--- src/design/adam_bus_pkg.sv ---
`default_nettype none

package adam_bus_pkg;

    // Fixed lite-bus widths.
    localparam int ADDR_WIDTH = 32;
    localparam int DATA_WIDTH = 32;

    // One strobe bit per data byte.
    localparam int STRB_WIDTH = DATA_WIDTH / 8;

    // Memory index sits above this address bit.
    localparam int MEM_SEL_LSB = 16;

    // Access request, held stable by the master while req is high.
    typedef struct packed {
        logic [ADDR_WIDTH-1:0] addr;
        logic [DATA_WIDTH-1:0] wdata;
        logic [STRB_WIDTH-1:0] wstrb;
        logic                  write;
    } bus_req_t;

    // Access response, valid while ack is high.
    typedef struct packed {
        logic [DATA_WIDTH-1:0] rdata;
        logic                  err;
    } bus_rsp_t;

endpackage

`default_nettype wire
--- src/design/adam_mem_demux.sv ---
`timescale 1ns/100ps
`default_nettype none

module adam_mem_demux #(
    parameter int NO_MEMS   = 3,
    parameter int MEM_DEPTH = 256
) (
    input  wire logic                   clk,
    input  wire logic                   rst_n,

    input  wire logic                   req,
    input  wire adam_bus_pkg::bus_req_t bus_req,
    output logic                        ack,
    output adam_bus_pkg::bus_rsp_t      bus_rsp,

    output logic                        mem_req     [NO_MEMS],
    output adam_bus_pkg::bus_req_t      mem_bus_req,
    input  wire logic                   mem_ack     [NO_MEMS],
    input  wire adam_bus_pkg::bus_rsp_t mem_bus_rsp [NO_MEMS]
);

    import adam_bus_pkg::*;

    localparam int SEL_W    = ADDR_WIDTH - MEM_SEL_LSB;
    localparam int BYTE_LSB = $clog2(STRB_WIDTH);
    localparam int OFF_W    = MEM_SEL_LSB - BYTE_LSB;

    logic [SEL_W-1:0] dec_sel;
    logic [OFF_W-1:0] word_off;
    logic             dec_err;
    logic             req_q;
    logic             req_rise;
    logic [SEL_W-1:0] tgt_sel_q;
    logic             tgt_err_q;
    logic [SEL_W-1:0] tgt_sel;
    logic             tgt_err;
    logic             err_ack_q;
    logic             mem_ack_sel;
    bus_rsp_t         mem_rsp_sel;

    assign dec_sel  = bus_req.addr[ADDR_WIDTH-1:MEM_SEL_LSB];
    assign word_off = bus_req.addr[MEM_SEL_LSB-1:BYTE_LSB];
    assign dec_err  = (dec_sel >= NO_MEMS) || (word_off >= MEM_DEPTH);

    assign req_rise = req && !req_q;

    // Live decode on the rising cycle, latched target until ack drops.
    assign tgt_sel = req_rise ? dec_sel : tgt_sel_q;
    assign tgt_err = req_rise ? dec_err : tgt_err_q;

    always_ff @(posedge clk or negedge rst_n) begin
        if (!rst_n) begin
            req_q     <= 1'b0;
            tgt_sel_q <= '0;
            tgt_err_q <= 1'b0;
            err_ack_q <= 1'b0;
        end else begin
            req_q <= req;
            if (req_rise) begin
                tgt_sel_q <= dec_sel;
                tgt_err_q <= dec_err;
            end
            // Decode errors are answered here with the same latency as a RAM.
            err_ack_q <= req && tgt_err;
        end
    end

    always_comb begin
        mem_bus_req      = bus_req;
        mem_bus_req.addr = ADDR_WIDTH'(word_off);
    end

    always_comb begin
        mem_ack_sel = 1'b0;
        mem_rsp_sel = '0;
        for (int i = 0; i < NO_MEMS; i++) begin
            mem_req[i] = req && !tgt_err && (tgt_sel == SEL_W'(i));
            if (tgt_sel == SEL_W'(i)) begin
                mem_ack_sel = mem_ack[i];
                mem_rsp_sel = mem_bus_rsp[i];
            end
        end
    end

    assign ack     = tgt_err ? err_ack_q : mem_ack_sel;
    assign bus_rsp = tgt_err ? bus_rsp_t'{rdata: '0, err: 1'b1} : mem_rsp_sel;

    // Master keeps the payload steady for the whole req phase.
    a_req_stable: assert property (@(posedge clk) disable iff (!rst_n)
        req && $past(req) |-> $stable(bus_req))
        else $error("bus_req changed while req was high");

endmodule

`default_nettype wire

--- config.mk ---
export PLATFORM = sky130hd
export DESIGN_NAME = adam_mem_demux
export DESIGN_NICKNAME = d
export VERILOG_FILES = /design/src/design/adam_bus_pkg.sv /design/src/design/adam_mem_demux.sv
export SDC_FILE = /design/constraint.sdc
export NUM_CORES = 1
export LEC_CHECK = 0
export BUFFER_PORTS_ARGS = -buffer_cell sky130_fd_sc_hd__buf_4
export CORE_AREA = 2 2 110 112
export CTS_CLUSTER_DIAMETER = 80
export DETAILED_ROUTE_END_ITERATION = 8
export DIE_AREA = 0 0 112 114
export PLACE_DENSITY_LB_ADDON = 0.05
export SYNTH_ARGS = -nofsm -noshare
export SYNTH_HDL_FRONTEND = slang
export SYNTH_SLANG_ARGS = --single-unit
--- constraint.sdc ---
create_clock -name clk -period 2.2 [get_ports clk]
set_input_delay 0.22 -clock clk [delete_from_list [all_inputs] [get_ports clk]]
set_output_delay 0.22 -clock clk [all_outputs]
set_load 0.03 [all_outputs]
* Word-level counts from Yosys, hierarchy flattened
Cells that the tools add are included.
** Operators by class
- $lt $le $gt $ge :: 2
- Eq/ne operators :: 2
- Multiplexer cells :: 10
- Reduce and logical (&&, ||, !) cells :: 10
** Operator list (number)
- 2-to-1 mux 33 bit :: 4
- == test 16 x 1 -> 1 bit, second input constant :: 1
- == test 16 x 2 -> 1 bit, second input constant :: 1
- >= comparator 16 x 2 -> 1 bit, second input constant :: 1
- zero test 16 bit :: 1
- 2-to-1 mux 16 bit :: 1
- >= comparator 14 x 9 -> 1 bit, second input constant :: 1
- logical AND 1 bit :: 6
- 2-to-1 mux 1 bit :: 5
- zero test 1 bit :: 2
- logical OR 1 bit :: 1
** Storage, ports and cells
- Register bits after elaboration :: 19
- Bits of input ports :: 174

* Depth between registers and ports, before layout
- Depth in word-level cells :: 8
- Gate-level depth with buffers :: 8
- Depth with buffers taken out :: 5

* Worst setup path after synthesis
Ideal clock, no wire load.
- Path type :: register to output
- Start point :: register req_q
- End point :: output mem_req[2] (netlist bit)
- Arrival :: 2.247 ns
- Path slack :: -0.267 ns
- Stages on the path, launching flop included :: 7
- Path buffers :: 3
- Path through :: dfrtp_1 -> nand2b_1 -> buf_6 -> mux2_4 -> buf_6 -> buf_6 -> nor4b_1
** RTL lines
- start, declared :: line adam_mem_demux.sv:31 : logic req_q;
- start signal, assigned :: line adam_mem_demux.sv:58 : req_q <= req;
- end, declared :: line adam_mem_demux.sv:16 : output logic mem_req [NO_MEMS],

==> out/results.txt <==
Switching Share = 35.1%
Worst R2R Setup Slack = 0.56 ns
diode count = 0
Worst-path clk slew = 0.06 ns
critical path launch point type = register
Final #Nets = 621
Max Cap Violations = 0
reg2reg start = req_q
Pleak = 0.00196 µW
final hold vios = 0
Total GRT Usage = 14.3%
initial drt markers = 117
worst-skew pair later-pin latency = 0.26 ns
Final Max Slew Viols = 0
share of cells above drive strength 1 = 55.6%
die area = 12800 µm²
fin crit share = 105%
root cell of the clock tree = clkbuf_16
EDFF count, synth = 0
Gate power share = 44.2%
Crit. Startpoint = tgt_sel_q[13]
hpwl dp = 7.57 mm
failing checks = negative setup slack
DR DRC count = 0
largest net degree at the start of global routing = 27
most used routing layer = met2
arrival time of the worst setup path = 2.09 ns
Clock power frac = 27.2%
# port buffers = 169
Layout area overhead = 56.5%
Seq/Total Area, Yosys = 19.2%
Design Area, Final = 3880 µm²
maximum clock insertion buffer count = 2
Worst setup endpoint = bus_rsp[15]
Routed WL = 9.76 mm
Max Fclk = 433 MHz
area share of the largest cell type after synthesis = 21.8%
worst path required time = 1.98 ns
total core area = 11700 µm²
via count = 2573
vias per inst = 4.34
CTS buffer count = 3
Avg Cell Area, Syn = 7.82 µm²
Initial Util = 21.2%
post-synthesis cell count = 317
Synth Cell Area = 2480 µm²
RR Endpoint = err_ack_q
Flop pwr share = 28.6%
placer congestion estimate = 0.756
Hold WS = 0.159 ns
Synth Flop Type = dfrtp_1
Reg2Reg Depth = 7
GR Overflow Total = 0
flops & latches, synth = 19
Netlist cell types = 37
kind of critical path = reg -> out
final antenna-violating net count = 0
FP Rows = 40
Post-Place Cell Area = 3520 µm²
asr flop ratio synth = 100%
cells taking the most area after synthesis = buf_4, dfrtp_1, a221oi_2
vias in the first global route = 2537
Setup-failing EPs final = 35
Int Pwr = 942 µW
power density over cell area = 374 nW/µm²
Peak VDD IR = 0.238 mV
CP endpoint kind = output port
Setup WS pre-CTS = -0.0255 ns
P_sw = 510 µW
Hold WC Path Type = in -> reg
leading area contributor after synthesis = buf_4
met2 usage = 25.1%
drt wl/cell = 16.5 µm
num ports = 280
Ys Warns = 0
Max FO, Critical Path = 11
first-pass GRT wire length = 14.7 mm
unrepaired setup endpoints after global routing = true
initial antenna violation count = 0
H-tree Lvls = 1
DRT Pass-1 Iters = 4
worst clock skew = 0.00591 ns
status = finished with violations
GRT met1 Usage = 18.0%
die width = 112 µm
min Tclk post-route = 2.31 ns
CTS tree = built
Global Route met3 Usage = 3.03%
Die Y = 114 µm
clock sink count = 19
Worst Setup Slack, final = -0.112 ns
TNS Setup = -2.19 ns
-- critical path, cell delays in order, from the launching register on --
cell	delay [ns]
dfrtp_1	0.39
nor4_2	0.29
and4_4	0.29
buf_4	0.13
a21oi_4	0.10
clkbuf_16	0.21
a221oi_2	0.21
buf_4	0.21
-- metrics by stage --
step	std cells	utilization (%)	power, µW
after detailed placement	578	30.1	1030
after CTS	592	32.9	1470
after global placement	578	30.1	1020
after floorplan	334	-	933
final	593	33.1	1450
after global routing	593	33.1	1550
-- cell type report --
cell class	instances	area [µm²]
Fill cell	1275	7830
Timing Repair Buffer	197	1650
Multi-Input combinational cell	193	1370
Sequential cell	19	475
Tap cell	147	184
Inverter	33	124
Clock buffer	3	75.1
Clock inverter	1	7.51
-- sequential cells by signal (all words and copies together), names as in the netlist --
signal,count
tgt_err_q,1
err_ack_q,1
tgt_sel_q,16
req_q,1
-- logic make-up (layout without fill, tap and decap cells) --
family | count (synthesis) | in the layout | synth area share, %
simple gates | 100 | 100 | 18.3
other cells | 1 | 18 | 0.151
mux | 4 | 4 | 2.32
flops | 19 | 19 | 19.2
buf+inv | 122 | 234 | 32.5
compound gates | 71 | 71 | 27.5
-- cell usage after synthesis (2+ instances only) --
cell type / number
a221oi_1: 2
a221oi_2: 30
buf_2: 4
buf_4: 72
buf_6: 8
clkbuf_1: 2
clkbuf_2: 2
dfrtp_1: 19
inv_1: 33
mux2i_1: 2
nand2_1: 75
nand2b_1: 2
nor2_1: 4
nor4_1: 7
nor4b_1: 2
o21ai_0: 18
o21ai_1: 15
-- worst min path at each step --
stage | start | to | cells after the start
finish | bus_req[57] | tgt_sel_q[4] | 3
global route | bus_req[66] | tgt_sel_q[13] | 3
CTS | bus_req[57] | tgt_sel_q[4] | 3
detailed placement | rst_n | tgt_sel_q[10] | 1
global placement | rst_n | tgt_sel_q[13] | 1
floorplan | rst_n | err_ack_q | 0
-- layer usage --
| metal | vias to the layer above | share of wire (%) |
|---|---|---|
| met5 | - | 0 |
| met1 | 1175 | 41 |
| met3 | 23 | 7.3 |
| li1 | 1244 | - |
| met2 | 131 | 49 |
| met4 | 0 | 1.9 |
-- layout by cell type (no fill, tap or decap), drive strengths merged --
master	n
nand3b	1
dlygate4sd3	1
conb	18
nor4b	3
and2b	1
mux2	1
a21oi	1
nor3	1
o2bb2ai	1
o21ai	33
a211o	1
nor2b	1
a211oi	1
a21boi	1
and3b	1
dfrtp	19
nand2	75
and4	1
nand2b	2
buf	195
nor4	7
nand4	1
nor2	5
clkbuf	4
inv	33
a221oi	32
a2bb2oi	1
clkinvlp	1
and2	1
mux2i	3
-- timing repair --
item / CTS / global route
hold buffers: 1 / 0
setup buffers: 8 / 0
gates resized for setup: 27 / 2
pin swaps: 18 / 0
endpoints found under the setup margin: 37 / 37
endpoints found under the hold margin: 19 / 0
gates cloned: 1 / 1
-- power by group through the flow --
| stage | Clock, µW | Combinational, µW | Sequential [µW] |
|---|---|---|---|
| after detailed placement | 0 | 607 | 418 |
| after floorplan | 0 | 522 | 412 |
| final | 395 | 643 | 416 |
| after global placement | 0 | 603 | 418 |
| after CTS | 399 | 653 | 416 |
| after global routing | 422 | 709 | 419 |
Power figures use the tool's default switching activity.
