`config.mk`:
```
export PLATFORM = sky130hd
export DESIGN_NAME = adam_pause_ctrl
export DESIGN_NICKNAME = d
export VERILOG_FILES = /design/src/design/adam_ctrl_pkg.sv /design/src/design/adam_pause_ctrl.sv
export SDC_FILE = /design/constraint.sdc
export NUM_CORES = 1
export LEC_CHECK = 0
export ABC_AREA = 1
export BUFFER_PORTS_ARGS = -buffer_cell sky130_fd_sc_hd__buf_4
export CAP_MARGIN = 20
export CORE_AREA = 10 10 47 49
export CTS_CLUSTER_DIAMETER = 40
export DETAILED_ROUTE_END_ITERATION = 8
export DIE_AREA = 0 0 57 59
export GPL_ROUTABILITY_DRIVEN = 0
export SYNTH_ARGS = -nofsm -noshare
export SYNTH_HDL_FRONTEND = slang
export SYNTH_SLANG_ARGS = --single-unit
export TNS_END_PERCENT = 50
```
`constraint.sdc`:
```
create_clock -name clk -period 2.4 [get_ports clk]
set_input_delay 0.24 -clock clk [delete_from_list [all_inputs] [get_ports clk]]
set_output_delay 0.24 -clock clk [all_outputs]
set_load 0.05 [all_outputs]
```
`src/design/adam_ctrl_pkg.sv`:
```
`default_nettype none

package adam_ctrl_pkg;

    // System pause sequencing.
    typedef enum logic [1:0] {
        RUNNING,
        PAUSING,
        PAUSED,
        RESUMING
    } pause_state_t;

    // Per-RAM access handshake.
    typedef enum logic [1:0] {
        ACC_IDLE,
        ACC_ACK,
        ACC_PAUSED
    } access_state_t;

endpackage

`default_nettype wire

```
`src/design/adam_pause_ctrl.sv`:
```
`timescale 1ns/100ps
`default_nettype none

module adam_pause_ctrl #(
    parameter int NO_MEMS = 3
) (
    input  wire logic clk,
    input  wire logic rst_n,

    input  wire logic pause_req,
    output logic      pause_ack,

    output logic      mem_pause_req [NO_MEMS],
    input  wire logic mem_pause_ack [NO_MEMS]
);

    import adam_ctrl_pkg::*;

    pause_state_t state;
    logic         all_ack;
    logic         all_low;
    logic         broadcast;

    always_comb begin
        all_ack = 1'b1;
        all_low = 1'b1;
        for (int i = 0; i < NO_MEMS; i++) begin
            all_ack = all_ack && mem_pause_ack[i];
            all_low = all_low && !mem_pause_ack[i];
        end
    end

    always_ff @(posedge clk or negedge rst_n) begin
        if (!rst_n) begin
            state <= RUNNING;
        end else begin
            case (state)
                RUNNING: begin
                    if (pause_req) begin
                        state <= PAUSING;
                    end
                end
                PAUSING: begin
                    // Busy RAMs finish their access first.
                    if (all_ack) begin
                        state <= PAUSED;
                    end
                end
                PAUSED: begin
                    if (!pause_req) begin
                        state <= RESUMING;
                    end
                end
                RESUMING: begin
                    if (all_low) begin
                        state <= RUNNING;
                    end
                end
                default: begin
                    state <= RUNNING;
                end
            endcase
        end
    end

    assign broadcast = (state == PAUSING) || (state == PAUSED);
    assign pause_ack = (state == PAUSED) || (state == RESUMING);

    always_comb begin
        for (int i = 0; i < NO_MEMS; i++) begin
            mem_pause_req[i] = broadcast;
        end
    end

    // The system ack moves only after every RAM has moved.
    a_ack_merge: assert property (@(posedge clk) disable iff (!rst_n)
        ($rose(pause_ack) |-> $past(all_ack)) and ($fell(pause_ack) |-> $past(all_low)))
        else $error("pause_ack changed before all RAMs agreed");

endmodule

`default_nettype wire

```
After elaboration in Yosys (flattened, before gate mapping)
Index checks and enable logic that the tools add are counted.
{"block": "word_totals", "reg_bits": 2, "latch_bits": 0, "ramBits": 0, "mem_bits_ro": 0, "inputBits": 6, "out_inout_bits": 4, "elab_cells": 24, "mem_count": 0}
{"block": "classes", "n_addsub": 0, "multipliers": 0, "n_div": 0, "magnitude_cmp": 0, "n_eq_ne": 7, "n_shift": 0, "muxes": 5, "bitwise_logic": 0, "n_reduce_logical": 11}
{"cell": "2-bit 2-to-1 mux", "count": 4}
{"cell": "2-bit inequality test (second input constant)", "count": 4}
{"cell": "2-bit one-hot mux with 4 select lines", "count": 1}
{"cell": "2-bit == test (second input constant)", "count": 2}
{"cell": "1-bit logical AND", "count": 4}
{"cell": "4-bit AND reduction", "count": 1}
{"cell": "1-bit logical NOT", "count": 3}
{"cell": "2-bit by 1-bit == test with 1-bit output (second input constant)", "count": 1}
{"cell": "2-bit logical NOT", "count": 1}
{"cell": "1-bit logical OR", "count": 2}

Logic depth before layout (Yosys ltp)
Gate-level depths: netlist (run 1).
{"block": "depth", "ltp_word": 5, "ltp_mapped": 8, "mapped_depth_nobuf": 8}

Worst setup path before layout (run 1)
Ideal clock, no wire load.
{"block": "synth_path", "kind": "flip-flop to output port", "startpoint": "reg state[0]", "endpoint": "out pause_ack", "t_arrival_ns": 1.028, "required_ns": 2.160, "slack_ns": 1.132, "stages_incl_launch_ff": 4, "n_path_buf": 0, "path_cell_list": "dfrtp_1 > inv_1 > ha_1 > or2_2"}
{"block": "synth_via", "elab_chain_len": 2, "word_cells_on_any_way": 3, "cone_classes": "eq/ne: 2; reduce/logical: 1"}
{"item": "from (decl)", "line_no": "adam_pause_ctrl.sv:19", "rtl": "pause_state_t state;"}
{"item": "from (signal assigned)", "line_no": "adam_pause_ctrl.sv:35", "rtl": "state <= RUNNING;"}
{"item": "from (signal assigned)", "line_no": "adam_pause_ctrl.sv:40", "rtl": "state <= PAUSING;"}
{"item": "from (signal assigned)", "line_no": "adam_pause_ctrl.sv:46", "rtl": "state <= PAUSED;"}
{"item": "2-bit == test", "line_no": "adam_pause_ctrl.sv:67", "rtl": "assign pause_ack = (state == PAUSED) || (state == RESUMING);"}
{"item": "1-bit logical OR *", "line_no": "adam_pause_ctrl.sv:67"}
{"item": "to (decl)", "line_no": "adam_pause_ctrl.sv:11", "rtl": "output logic pause_ack,"}
Every way passes the cells marked *; elsewhere a longest branch is shown, timed or not.

Final worst setup path (run 1)
Ends and elaborated chain as after synthesis.

==> results of run 1 <==
stage by stage:
stage          cell area, sq um  std cells  setup WS [ns]  hold WS (ns)  utilization, %
2_1_floorplan             225.2         31          1.132      -0.05559               -
3_3_place_gp              290.3         53          1.041       0.02306           20.71
3_5_place_dp              290.3         53          1.023       0.02376           20.71
4_1_cts                   322.8         57         0.7798        0.3252           23.04
5_1_grt                   322.8         57         0.7275        0.3443           23.04
6_report                  322.8         57         0.7953        0.3355           23.04
final cells by class:
type	count	area share [%]
timing repair buffer	10	24.03
multi-input combinational	21	41.47
tap	16	6.202
sequential	2	15.50
clock buffer	3	6.977
inverter	5	5.814
layer usage:
layer  global-route usage, %  up-vias
li1                        -      113
met1                   3.210       81
met2                   3.876        9
met3                   3.219        0
met4                   3.020        0
met5                       0        -
placed cells by master (no fill, tap or decap), drive strengths merged:
cell,count
nand2,8
inv,5
nand4,2
dfrtp,2
clkbuf,3
ha,4
nor2,3
or2,2
dlygate4sd3,1
buf,9
nand3,2
logic make-up after synthesis:
family	Yosys count	share of synthesized area [%]
fa+ha+maj	4	22.22
simple gates	17	37.22
buf+inv	8	18.33
flops	2	22.22
final timing paths:
kind / endpoint / slack [ns]
max in group asynchronous: state[0]$_DFFE_PN0P_ / 1.98
setup reg to reg: state[1]$_DFFE_PN0P_ / 1.15
hold reg to reg: state[1]$_DFFE_PN0P_ / 0.53
hold / removal: state[1]$_DFFE_PN0P_ / 0.34
setup / recovery: pause_ack / 0.80
min in group clk: state[0]$_DFFE_PN0P_ / 0.43
==> metrics.md, run 1 <==
| Metric | Value |
|---|---|
| Status | `finished, final reports clean` |
| Post-synthesis async set-or-reset flop share | `100.0%` |
| Postcts setup bufs | `0` |
| Endpoint class of the critical path | `output port` |
| Reg2Reg Depth | `8` |
| Yosys top cell area share | `22.22%` |
| Final setup violation count | `0` |
| Setup repair after global routing missed its margin | `no` |
| Post-synthesis sequential area ratio | `22.22%` |
| Die height | `59 microns` |
| Cell Chain, Critical Path | `inv_1 -> ha_1 -> or2_2 -> buf_4` |
| Arrival time worst endpoint | `1.36 ns` |
| Number of global-route vias before repair | `219` |
| Setup TNS | `0 ns` |
| Reg clk slew, reported paths | `0.03 ns` |
| Worst path max stage delay | `0.38 ns` |
| Total clock sinks | `2` |
| Fmax | `0.6232 GHz` |
| Critical path origin | `state[0]$_DFFE_PN0P_` |
| HPWL Detailed | `397.1 microns` |
| Routed vias | `203` |
| Multi-input logic area | `133.9 sq um` |
| Seq. cell area | `50.05 sq um` |
| Rows | `14` |
| Slew HR | `90.16%` |
| Max-slew violations | `0` |
| # resized after CTS | `0` |
| Clock Latency Late Sink | `0.22 ns` |
| WL final | `477 microns` |
| Via density | `3.561` |
| Filler cell count | `164` |
| Largest area contributor in the netlist | `dfrtp_1` |
| Synthesized Nets | `41` |
| Die area | `0.003363 sq mm` |
| Worst endpoint required time | `2.16 ns` |
| EDFF count, synth | `0` |
| Period minus WS final | `1.605 ns` |
| Commonest cells in the netlist | `8 x nand2_1, 5 x inv_1, 4 x ha_1` |
| Worst-path maximum fanout | `4` |
| Total grt overflow | `0` |
| Syn_area_per_cell | `7.265 sq um` |
| Die extent in x | `57 microns` |
| Critical path's slowest cell | `dfrtp_1` |
| Final Cycle Share | `66.86%` |
| Netlist Area Pre-Place | `225.2 sq um` |
| Top cells by area, synth | `dfrtp_1 22%, ha_1 22%, nand2_1 13%` |
| Post-Synthesis Cells | `31` |
| RR Startpoint | `state[0]$_DFFE_PN0P_` |
| Crit Path Class | `reg2out` |
| Share of post-route cells with drive strength above 1 | `39.02%` |
| ANT cells | `0` |
| Clock skew | `0.00001407 ns` |
| Total number of H-tree levels | `1` |
| Avg WL per Cell | `8.368 microns` |
| Primary FF master, synth | `dfrtp_1` |
| Area added between synthesis and finish | `43.33%` |
| Delay-heaviest family, CP | `flip-flops` |
| TritonCTS clock tree | `yes` |
| Initial antenna violation count | `0` |
| DR WL met2 | `176 microns` |
| Final ANT Viol Nets | `0` |
| Clock Tree Root | `clkbuf_4` |
| Hold Fails Final Rpt | `0` |
| Met3 wire length | `82 microns` |
| Yosys Warn Count | `0` |
| Placeable core area | `0.001401 sq mm` |
| Pin slew with the least headroom to its limit | `0.1474 ns` |
| Overall routing resource usage | `3.286%` |
| Count leader, synth | `nand2_1` |
| CTS Buf Count | `3` |
| Max_cap viols | `0` |
| Post-CTS Hold Buffers | `1` |
| First-pass GRT wire length | `821 microns` |
| Port bufs | `9` |
| Synth Register Bits | `2` |
| Initial DRC Count | `6` |
| Worst path depth | `4` |
| Layout Nets | `53` |
| Wl on met1 | `218 microns` |
| CTS max path bufs | `2` |
| IO Pins | `10` |
| CP startpoint kind | `flip-flop` |
| Hold Path Class | `in2async` |
| Critical path buffer and inverter count | `2` |
| Reg with most FFs | `state` |
| Top sig layer | `met3` |
| Largest register FFs | `2` |
| Yosys cell types | `11` |
| DR DRC count | `0` |
| Pin count of the biggest net entering global routing | `5` |
| Top Registers | `state (2)` |
| TritonRoute pass-1 iters | `2` |
| Starting density of the core | `16.07%` |
Power of run 1 is not shown: default switching activity piles up to over one toggle a cycle in this logic, so the estimate is an artifact.
==> inputs of run 2 (changes only) <==
Settings changed: ABC_AREA 1 to 0.
Clock period 2.4 ns to 1.6 ns, I/O delays scaled along.
==> run 2 against run 1 <==
Net effect: hold slack got worse by 0.080 ns; cell area rose by 4.7%; non-clock buffer count did not move; die area did not move; critical path depth did not move.
==> metrics.md, run 2 <==
| Metric | Value |
|---|---|
| Status | `finished, final reports clean (unchanged)` |
| CTS Buf Count | `3 (unchanged)` |
| Post-Synthesis Cells | `25 (was 31)` |
| Fmax | `0.6446 GHz` |
| Via density | `4.078 (was 3.561)` |
| Arrival time worst endpoint | `1.39 ns (was 1.36 ns)` |
| Commonest non-fill, non-tap cells in the layout | `9 x buf_4, 3 x ha_1, 3 x clkbuf_4 (was 9 x buf_4, 8 x nand2_1, 5 x inv_1)` |
| Top cells by area, synth | `dfrtp_1 21%, ha_1 21%, buf_4 9.5% (was dfrtp_1 22%, ha_1 22%, nand2_1 13%)` |
| Hold Fails Final Rpt | `0 (unchanged)` |
| Clock Latency Late Sink | `0.22 ns (about the same)` |
| Most common cell after layout, fill and taps aside | `buf_4 (unchanged)` |
| Yosys Warn Count | `0 (unchanged)` |
| Reg with most FFs | `state (unchanged)` |
| Placeable core area | `0.001401 sq mm (unchanged)` |
| Synth Register Bits | `2 (unchanged)` |
| Top Registers | `state (2) (unchanged)` |
| Worst path max stage delay | `0.40 ns (was 0.38 ns)` |
| Final Cycle Share | `96.96%` |
| Cell Chain, Critical Path | `inv_1 -> ha_1 -> or2_1 -> buf_4 (was inv_1 -> ha_1 -> or2_2 -> buf_4)` |
| Worst path depth | `4 (unchanged)` |
| Max_cap viols | `0 (unchanged)` |
| Reg clk slew, reported paths | `0.03 ns (about the same)` |
| Largest area contributor in the netlist | `dfrtp_1 (unchanged)` |
| Number of global-route vias before repair | `236 (was 219)` |
| Overall routing resource usage | `3.188% (was 3.286%)` |
| First-pass GRT wire length | `848 microns (was 821 microns)` |
| Yosys top cell area share | `21.05% (was 22.22%)` |
| Max-slew violations | `0 (unchanged)` |
| Multi-input logic area | `160.2 sq um (was 133.9 sq um)` |
| Pin slew with the least headroom to its limit | `0.2971 ns (was 0.1474 ns)` |
| Initial antenna violation count | `0 (unchanged)` |
| Share of post-route cells with drive strength above 1 | `48.57% (was 39.02%)` |
| Post-synthesis sequential area ratio | `21.05% (was 22.22%)` |
| Rows | `14 (unchanged)` |
| Syn_area_per_cell | `9.509 sq um (was 7.265 sq um)` |
| Count leader, synth | `ha_1 (was nand2_1)` |
| Critical path origin | `state[0]$_DFFE_PN0P_ (unchanged)` |
| Period minus WS final | `1.551 ns` |
| Worst-path maximum fanout | `5 (was 4)` |
| Synthesized Nets | `35 (was 41)` |
| Crit path to | `pause_ack (unchanged)` |
| TritonCTS clock tree | `yes (unchanged)` |
| Post-synthesis async set-or-reset flop share | `100.0% (unchanged)` |
| Postcts setup bufs | `0 (unchanged)` |
| Primary FF master, synth | `dfrtp_1 (unchanged)` |
| Largest register FFs | `2 (unchanged)` |
| Crit Path Class | `reg2out (unchanged)` |
| Reg2Reg Depth | `5 (was 8)` |
| Final setup violation count | `0 (unchanged)` |
| Die height | `59 microns (unchanged)` |
| ANT cells | `0 (unchanged)` |
| Area added between synthesis and finish | `42.11% (was 43.33%)` |
| Netlist Area Pre-Place | `237.7 sq um (was 225.2 sq um)` |
| Clock skew | `0.001220 ns (was 0.00001407 ns)` |
| Critical path's slowest cell | `dfrtp_1 (unchanged)` |
| Die area | `0.003363 sq mm (unchanged)` |
| HPWL Detailed | `448 microns (was 397.1 microns)` |
| Port bufs | `9 (unchanged)` |
| IO Pins | `10 (unchanged)` |
| Filler cell count | `156 (was 164)` |
| WL final | `527 microns (was 477 microns)` |
| EDFF count, synth | `0 (unchanged)` |
| Delay-heaviest family, CP | `flip-flops (unchanged)` |
| Endpoint class of the critical path | `output port (unchanged)` |
| Avg WL per Cell | `10.33 microns (was 8.368 microns)` |
| Yosys cell types | `16 (was 11)` |
| Worst endpoint required time | `1.44 ns (was 2.16 ns)` |
| Final ANT Viol Nets | `0 (unchanged)` |
| Total clock sinks | `2 (unchanged)` |
| Total number of H-tree levels | `1 (unchanged)` |
| Register-to-register setup slack | `0.07 ns (was 1.15 ns)` |
| Critical path buffer and inverter count | `2 (unchanged)` |
| Routed vias | `208 (was 203)` |
| Setup TNS | `0 ns (unchanged)` |
| Initial DRC Count | `5 (was 6)` |
| Commonest cells in the netlist | `4 x ha_1, 3 x buf_4 (was 8 x nand2_1, 5 x inv_1, 4 x ha_1)` |
| Pin count of the biggest net entering global routing | `6 (was 5)` |
| Seq. cell area | `50.05 sq um (unchanged)` |
| Die extent in x | `57 microns (unchanged)` |
| DR DRC count | `0 (unchanged)` |
| Reg2reg end | `state[0]$_DFFE_PN0P_ (was state[1]$_DFFE_PN0P_)` |
| Total grt overflow | `0 (unchanged)` |
| Slew HR | `80.03% (was 90.16%)` |
| Hold Path Class | `in2async (unchanged)` |
| CP startpoint kind | `flip-flop (unchanged)` |
| Setup repair after global routing missed its margin | `yes (was no)` |
| CTS max path bufs | `2 (unchanged)` |
| Layout Nets | `47 (was 53)` |
| RR Startpoint | `state[1]$_DFFE_PN0P_ (was state[0]$_DFFE_PN0P_)` |
| Clock Tree Root | `clkbuf_4 (unchanged)` |
| Starting density of the core | `16.96% (was 16.07%)` |
| TritonRoute pass-1 iters | `3 (was 2)` |
## run 2: cell types whose count changed in the layout (fill, tap and decap cells not counted), sizes merged, moves of 2 or more
cell	delta
nand2	-8
inv	-3
nand4	-2
o31ai	+2
nand3	-2
## run 2: cell type report
| class | instances | area share, % |
|---|---|---|
| well taps | 16 | 5.926 |
| inverters | 2 | 2.222 |
| clock buffers | 3 | 6.667 |
| flip-flops and latches | 2 | 14.81 |
| multi-input cells | 18 | 47.41 |
| repair buffers | 10 | 22.96 |
## run 2: per-stage QoR
| step | area [sq um] | worst slack [ns] | hold WS, ns | cells | util, % |
|---|---|---|---|---|---|
| after global placement | 302.8 | 0.06201 | -0.05663 | 47 | 21.61 |
| after global routing | 337.8 | -0.02253 | 0.2608 | 51 | 24.11 |
| after detailed placement | 302.8 | 0.06495 | -0.05626 | 47 | 21.61 |
| final | 337.8 | 0.04866 | 0.2558 | 51 | 24.11 |
| after floorplan | 237.7 | 0.1615 | -0.1356 | 25 | - |
| after CTS | 335.3 | 0.03437 | 0.2402 | 51 | 23.93 |
## run 2: worst min-delay path by stage
stage,end,cells past startpoint,slack (ns)
3_5_place_dp,state[1]$_DFFE_PN0P_,1,-0.06
4_1_cts,state[1]$_DFFE_PN0P_,2,0.24
6_report,state[1]$_DFFE_PN0P_,2,0.26
3_3_place_gp,state[1]$_DFFE_PN0P_,1,-0.06
5_1_grt,state[1]$_DFFE_PN0P_,2,0.26
2_1_floorplan,state[0]$_DFFE_PN0P_,0,-0.14
## run 2: layer usage
layer	GRT usage (%)	share of wire, %	vias to the layer above
met4	4.027	0	0
met2	5.581	63	3
met3	0.6438	2.1	0
li1	-	-	110
met1	2.709	35	95
met5	0	0	-
## run 2: cell families after synthesis
family	after synthesis	share of synthesized area, %
simple gates	9	27.37
buf+inv	5	12.63
fa+ha+maj	4	21.05
compound gates	3	8.947
mux	2	8.947
flops	2	21.05
## run 2: timing repair
item	4_1_cts	5_1_grt
hold endpoints to repair	2	0
endpoints found under the setup margin	0	2
hold buffers	1	0
resized for setup	0	2
Power of run 2 is left out for the same reason.
==> inputs of run 3 (changes only) <==
Settings changed: CAP_MARGIN 20 to default.
Clock period 1.6 ns to 1.45 ns, I/O delays scaled along.
==> run 3 against run 2 <==
Net effect: the flow now finishes with violations (negative setup slack); clock-buffer cell count unchanged; via count rose by 18%; final cell count rose by 12%; cell area rose by 40%; critical endpoint is now state[0]$_DFFE_PN0P_.
==> metrics.md, run 3 (synthesized netlist as in run 2, its figures left out) <==
| Metric | Value |
|---|---|
| Crit Path Class | `reg2reg (was reg2out)` |
| Critical path buffer and inverter count | `0 (was 2)` |
| Number of global-route vias before repair | `306 (was 236)` |
| Share of post-route cells with drive strength above 1 | `80.49% (was 48.57%)` |
| Placed Cells | `51 (was 47)` |
| Final setup violation count | `3 (was 0)` |
| ANT cells | `0 (unchanged)` |
| Port bufs | `9 (unchanged)` |
| Delay-heaviest family, CP | `simple AND/OR/NAND/NOR gates (was flip-flops)` |
| Routed vias | `246 (was 208)` |
| Non-filler cells, final | `57 (was 51)` |
| Commonest non-fill, non-tap cells in the layout | `10 x buf_4, 3 x ha_4, 3 x clkbuf_4, 3 x buf_8 (was 9 x buf_4, 3 x ha_1, 3 x clkbuf_4)` |
| Overall routing resource usage | `4.265% (was 3.188%)` |
| Placeable core area | `0.001401 sq mm (unchanged)` |
| Die area | `0.003363 sq mm (unchanged)` |
| Max_cap viols | `0 (unchanged)` |
| WL final | `665 microns (was 527 microns)` |
| Worst-path maximum fanout | `4 (was 5)` |
| Die height | `59 microns (unchanged)` |
| TritonRoute pass-1 iters | `2 (was 3)` |
| TritonCTS clock tree | `yes (unchanged)` |
| Largest register FFs | `2 (unchanged)` |
| Layout Nets | `53 (was 47)` |
| Endpoint class of the critical path | `flip-flop (was output port)` |
| DR DRC count | `0 (unchanged)` |
| Initial antenna violation count | `0 (unchanged)` |
| HPWL Detailed | `489.9 microns (was 448 microns)` |
| Reg with most FFs | `state (unchanged)` |
| Via density | `4.316 (was 4.078)` |
| Total grt overflow | `0 (unchanged)` |
| First-pass GRT wire length | `1117 microns (was 848 microns)` |
| Clock Tree Root | `clkbuf_4 (unchanged)` |
| Hold Path Class | `in2async (unchanged)` |
| CP startpoint kind | `flip-flop (unchanged)` |
| Final Cycle Share | `103.9%` |
| Clock skew | `0.0002000 ns (was 0.001220 ns)` |
| Most common cell after layout, fill and taps aside | `buf_4 (unchanged)` |
| Die extent in x | `57 microns (unchanged)` |
| Pin slew with the least headroom to its limit | `0.3624 ns (was 0.2971 ns)` |
| Hold Fails Final Rpt | `0 (unchanged)` |
| Top Registers | `state (2) (unchanged)` |
| CTS Buf Count | `3 (unchanged)` |
| Critical path's slowest cell | `dfrtp_2 (was dfrtp_1)` |
| Area added between synthesis and finish | `99.47% (was 42.11%)` |
| Arrival time worst endpoint | `1.61 ns (was 1.39 ns)` |
| Slew HR | `75.64% (was 80.03%)` |
| PnR worst setup slack | `-0.05690 ns (was 0.04866 ns)` |
| Worst path max stage delay | `0.43 ns (was 0.40 ns)` |
| Cell Chain, Critical Path | `ha_4 -> and4b_4 -> or4_1 -> and3_4 (was inv_1 -> ha_1 -> or2_1 -> buf_4)` |
| Setup repair after global routing missed its margin | `yes (unchanged)` |
| Pin count of the biggest net entering global routing | `5 (was 6)` |
| Fmax | `0.6636 GHz` |
| Avg WL per Cell | `11.67 microns (was 10.33 microns)` |
| Rows | `14 (unchanged)` |
| Violated checks | `negative setup slack` |
| CTS max path bufs | `2 (unchanged)` |
| Status | `finished with violations (was finished, final reports clean)` |
| Max-slew violations | `0 (unchanged)` |
| Pre-CTS setup slack | `-0.08357 ns (was 0.06495 ns)` |
| Starting density of the core | `16.96% (unchanged)` |
| Initial DRC Count | `1 (was 5)` |
| Reg clk slew, reported paths | `0.03 ns (about the same)` |
| Final ANT Viol Nets | `0 (unchanged)` |
| Clock Latency Late Sink | `0.22 ns (about the same)` |
| Filler cell count | `158 (was 156)` |
| Period minus WS final | `1.507 ns` |
| Total clock sinks | `2 (unchanged)` |
| Worst endpoint required time | `1.56 ns (was 1.44 ns)` |
| IO Pins | `10 (unchanged)` |
| Total number of H-tree levels | `1 (unchanged)` |
run 3: metal layers:
layer | wire length [microns] | up-vias | track usage, %
met2 | 448 | 3 | 8.992
met5 | 0 | - | 0
met1 | 205 | 123 | 3.062
met3 | 12 | 0 | 0.6438
li1 | - | 120 | -
met4 | 0 | 0 | 4.027
run 3: worst paths after layout:
path	start	endpoint	slack, ns	cells past startpoint
max	state[0]$_DFFE_PN0P_	state[0]$_DFFE_PN0P_	-0.06	4
min	rst_n	state[0]$_DFFE_PN0P_	0.24	2
max reg2reg	state[0]$_DFFE_PN0P_	state[0]$_DFFE_PN0P_	-0.06	4
min reg2reg	state[1]$_DFFE_PN0P_	state[1]$_DFFE_PN0P_	0.67	2
max in group asynchronous	rst_n	state[1]$_DFFE_PN0P_	1.12	2
min in group clk	pause_req	state[1]$_DFFE_PN0P_	0.37	4
run 3: cell type report:
type	count	area, sq um	share of cell area [%]
Clock buffer	3	22.52	4.749
Multi-Input combinational cell	18	219.0	46.17
Inverter	2	7.507	1.583
Timing Repair Buffer	16	152.6	32.19
Tap cell	16	20.02	4.222
Sequential cell	2	52.55	11.08
run 3: timing repair:
item	4_1_cts	5_1_grt
cloned	0	0
endpoints found under the setup margin	6	6
pin swaps	2	4
hold buffers	1	0
endpoints found under the hold margin	2	0
resized for setup	21	3
setup buffers	2	0
run 3: metrics by stage:
step / hold slack, ns / TNS (ns) / instance area (sq um) / utilization (%)
after CTS: 0.2244 / -0.1485 / 465.4 / 33.21
after global placement: -0.07230 / -0.1481 / 332.8 / 23.75
after floorplan: -0.1506 / 0 / 237.7 / -
final: 0.2354 / -0.1114 / 474.2 / 33.84
after detailed placement: -0.07234 / -0.1457 / 332.8 / 23.75
after global routing: 0.2514 / -0.3571 / 474.2 / 33.84
Power of run 3 is left out for the same reason.
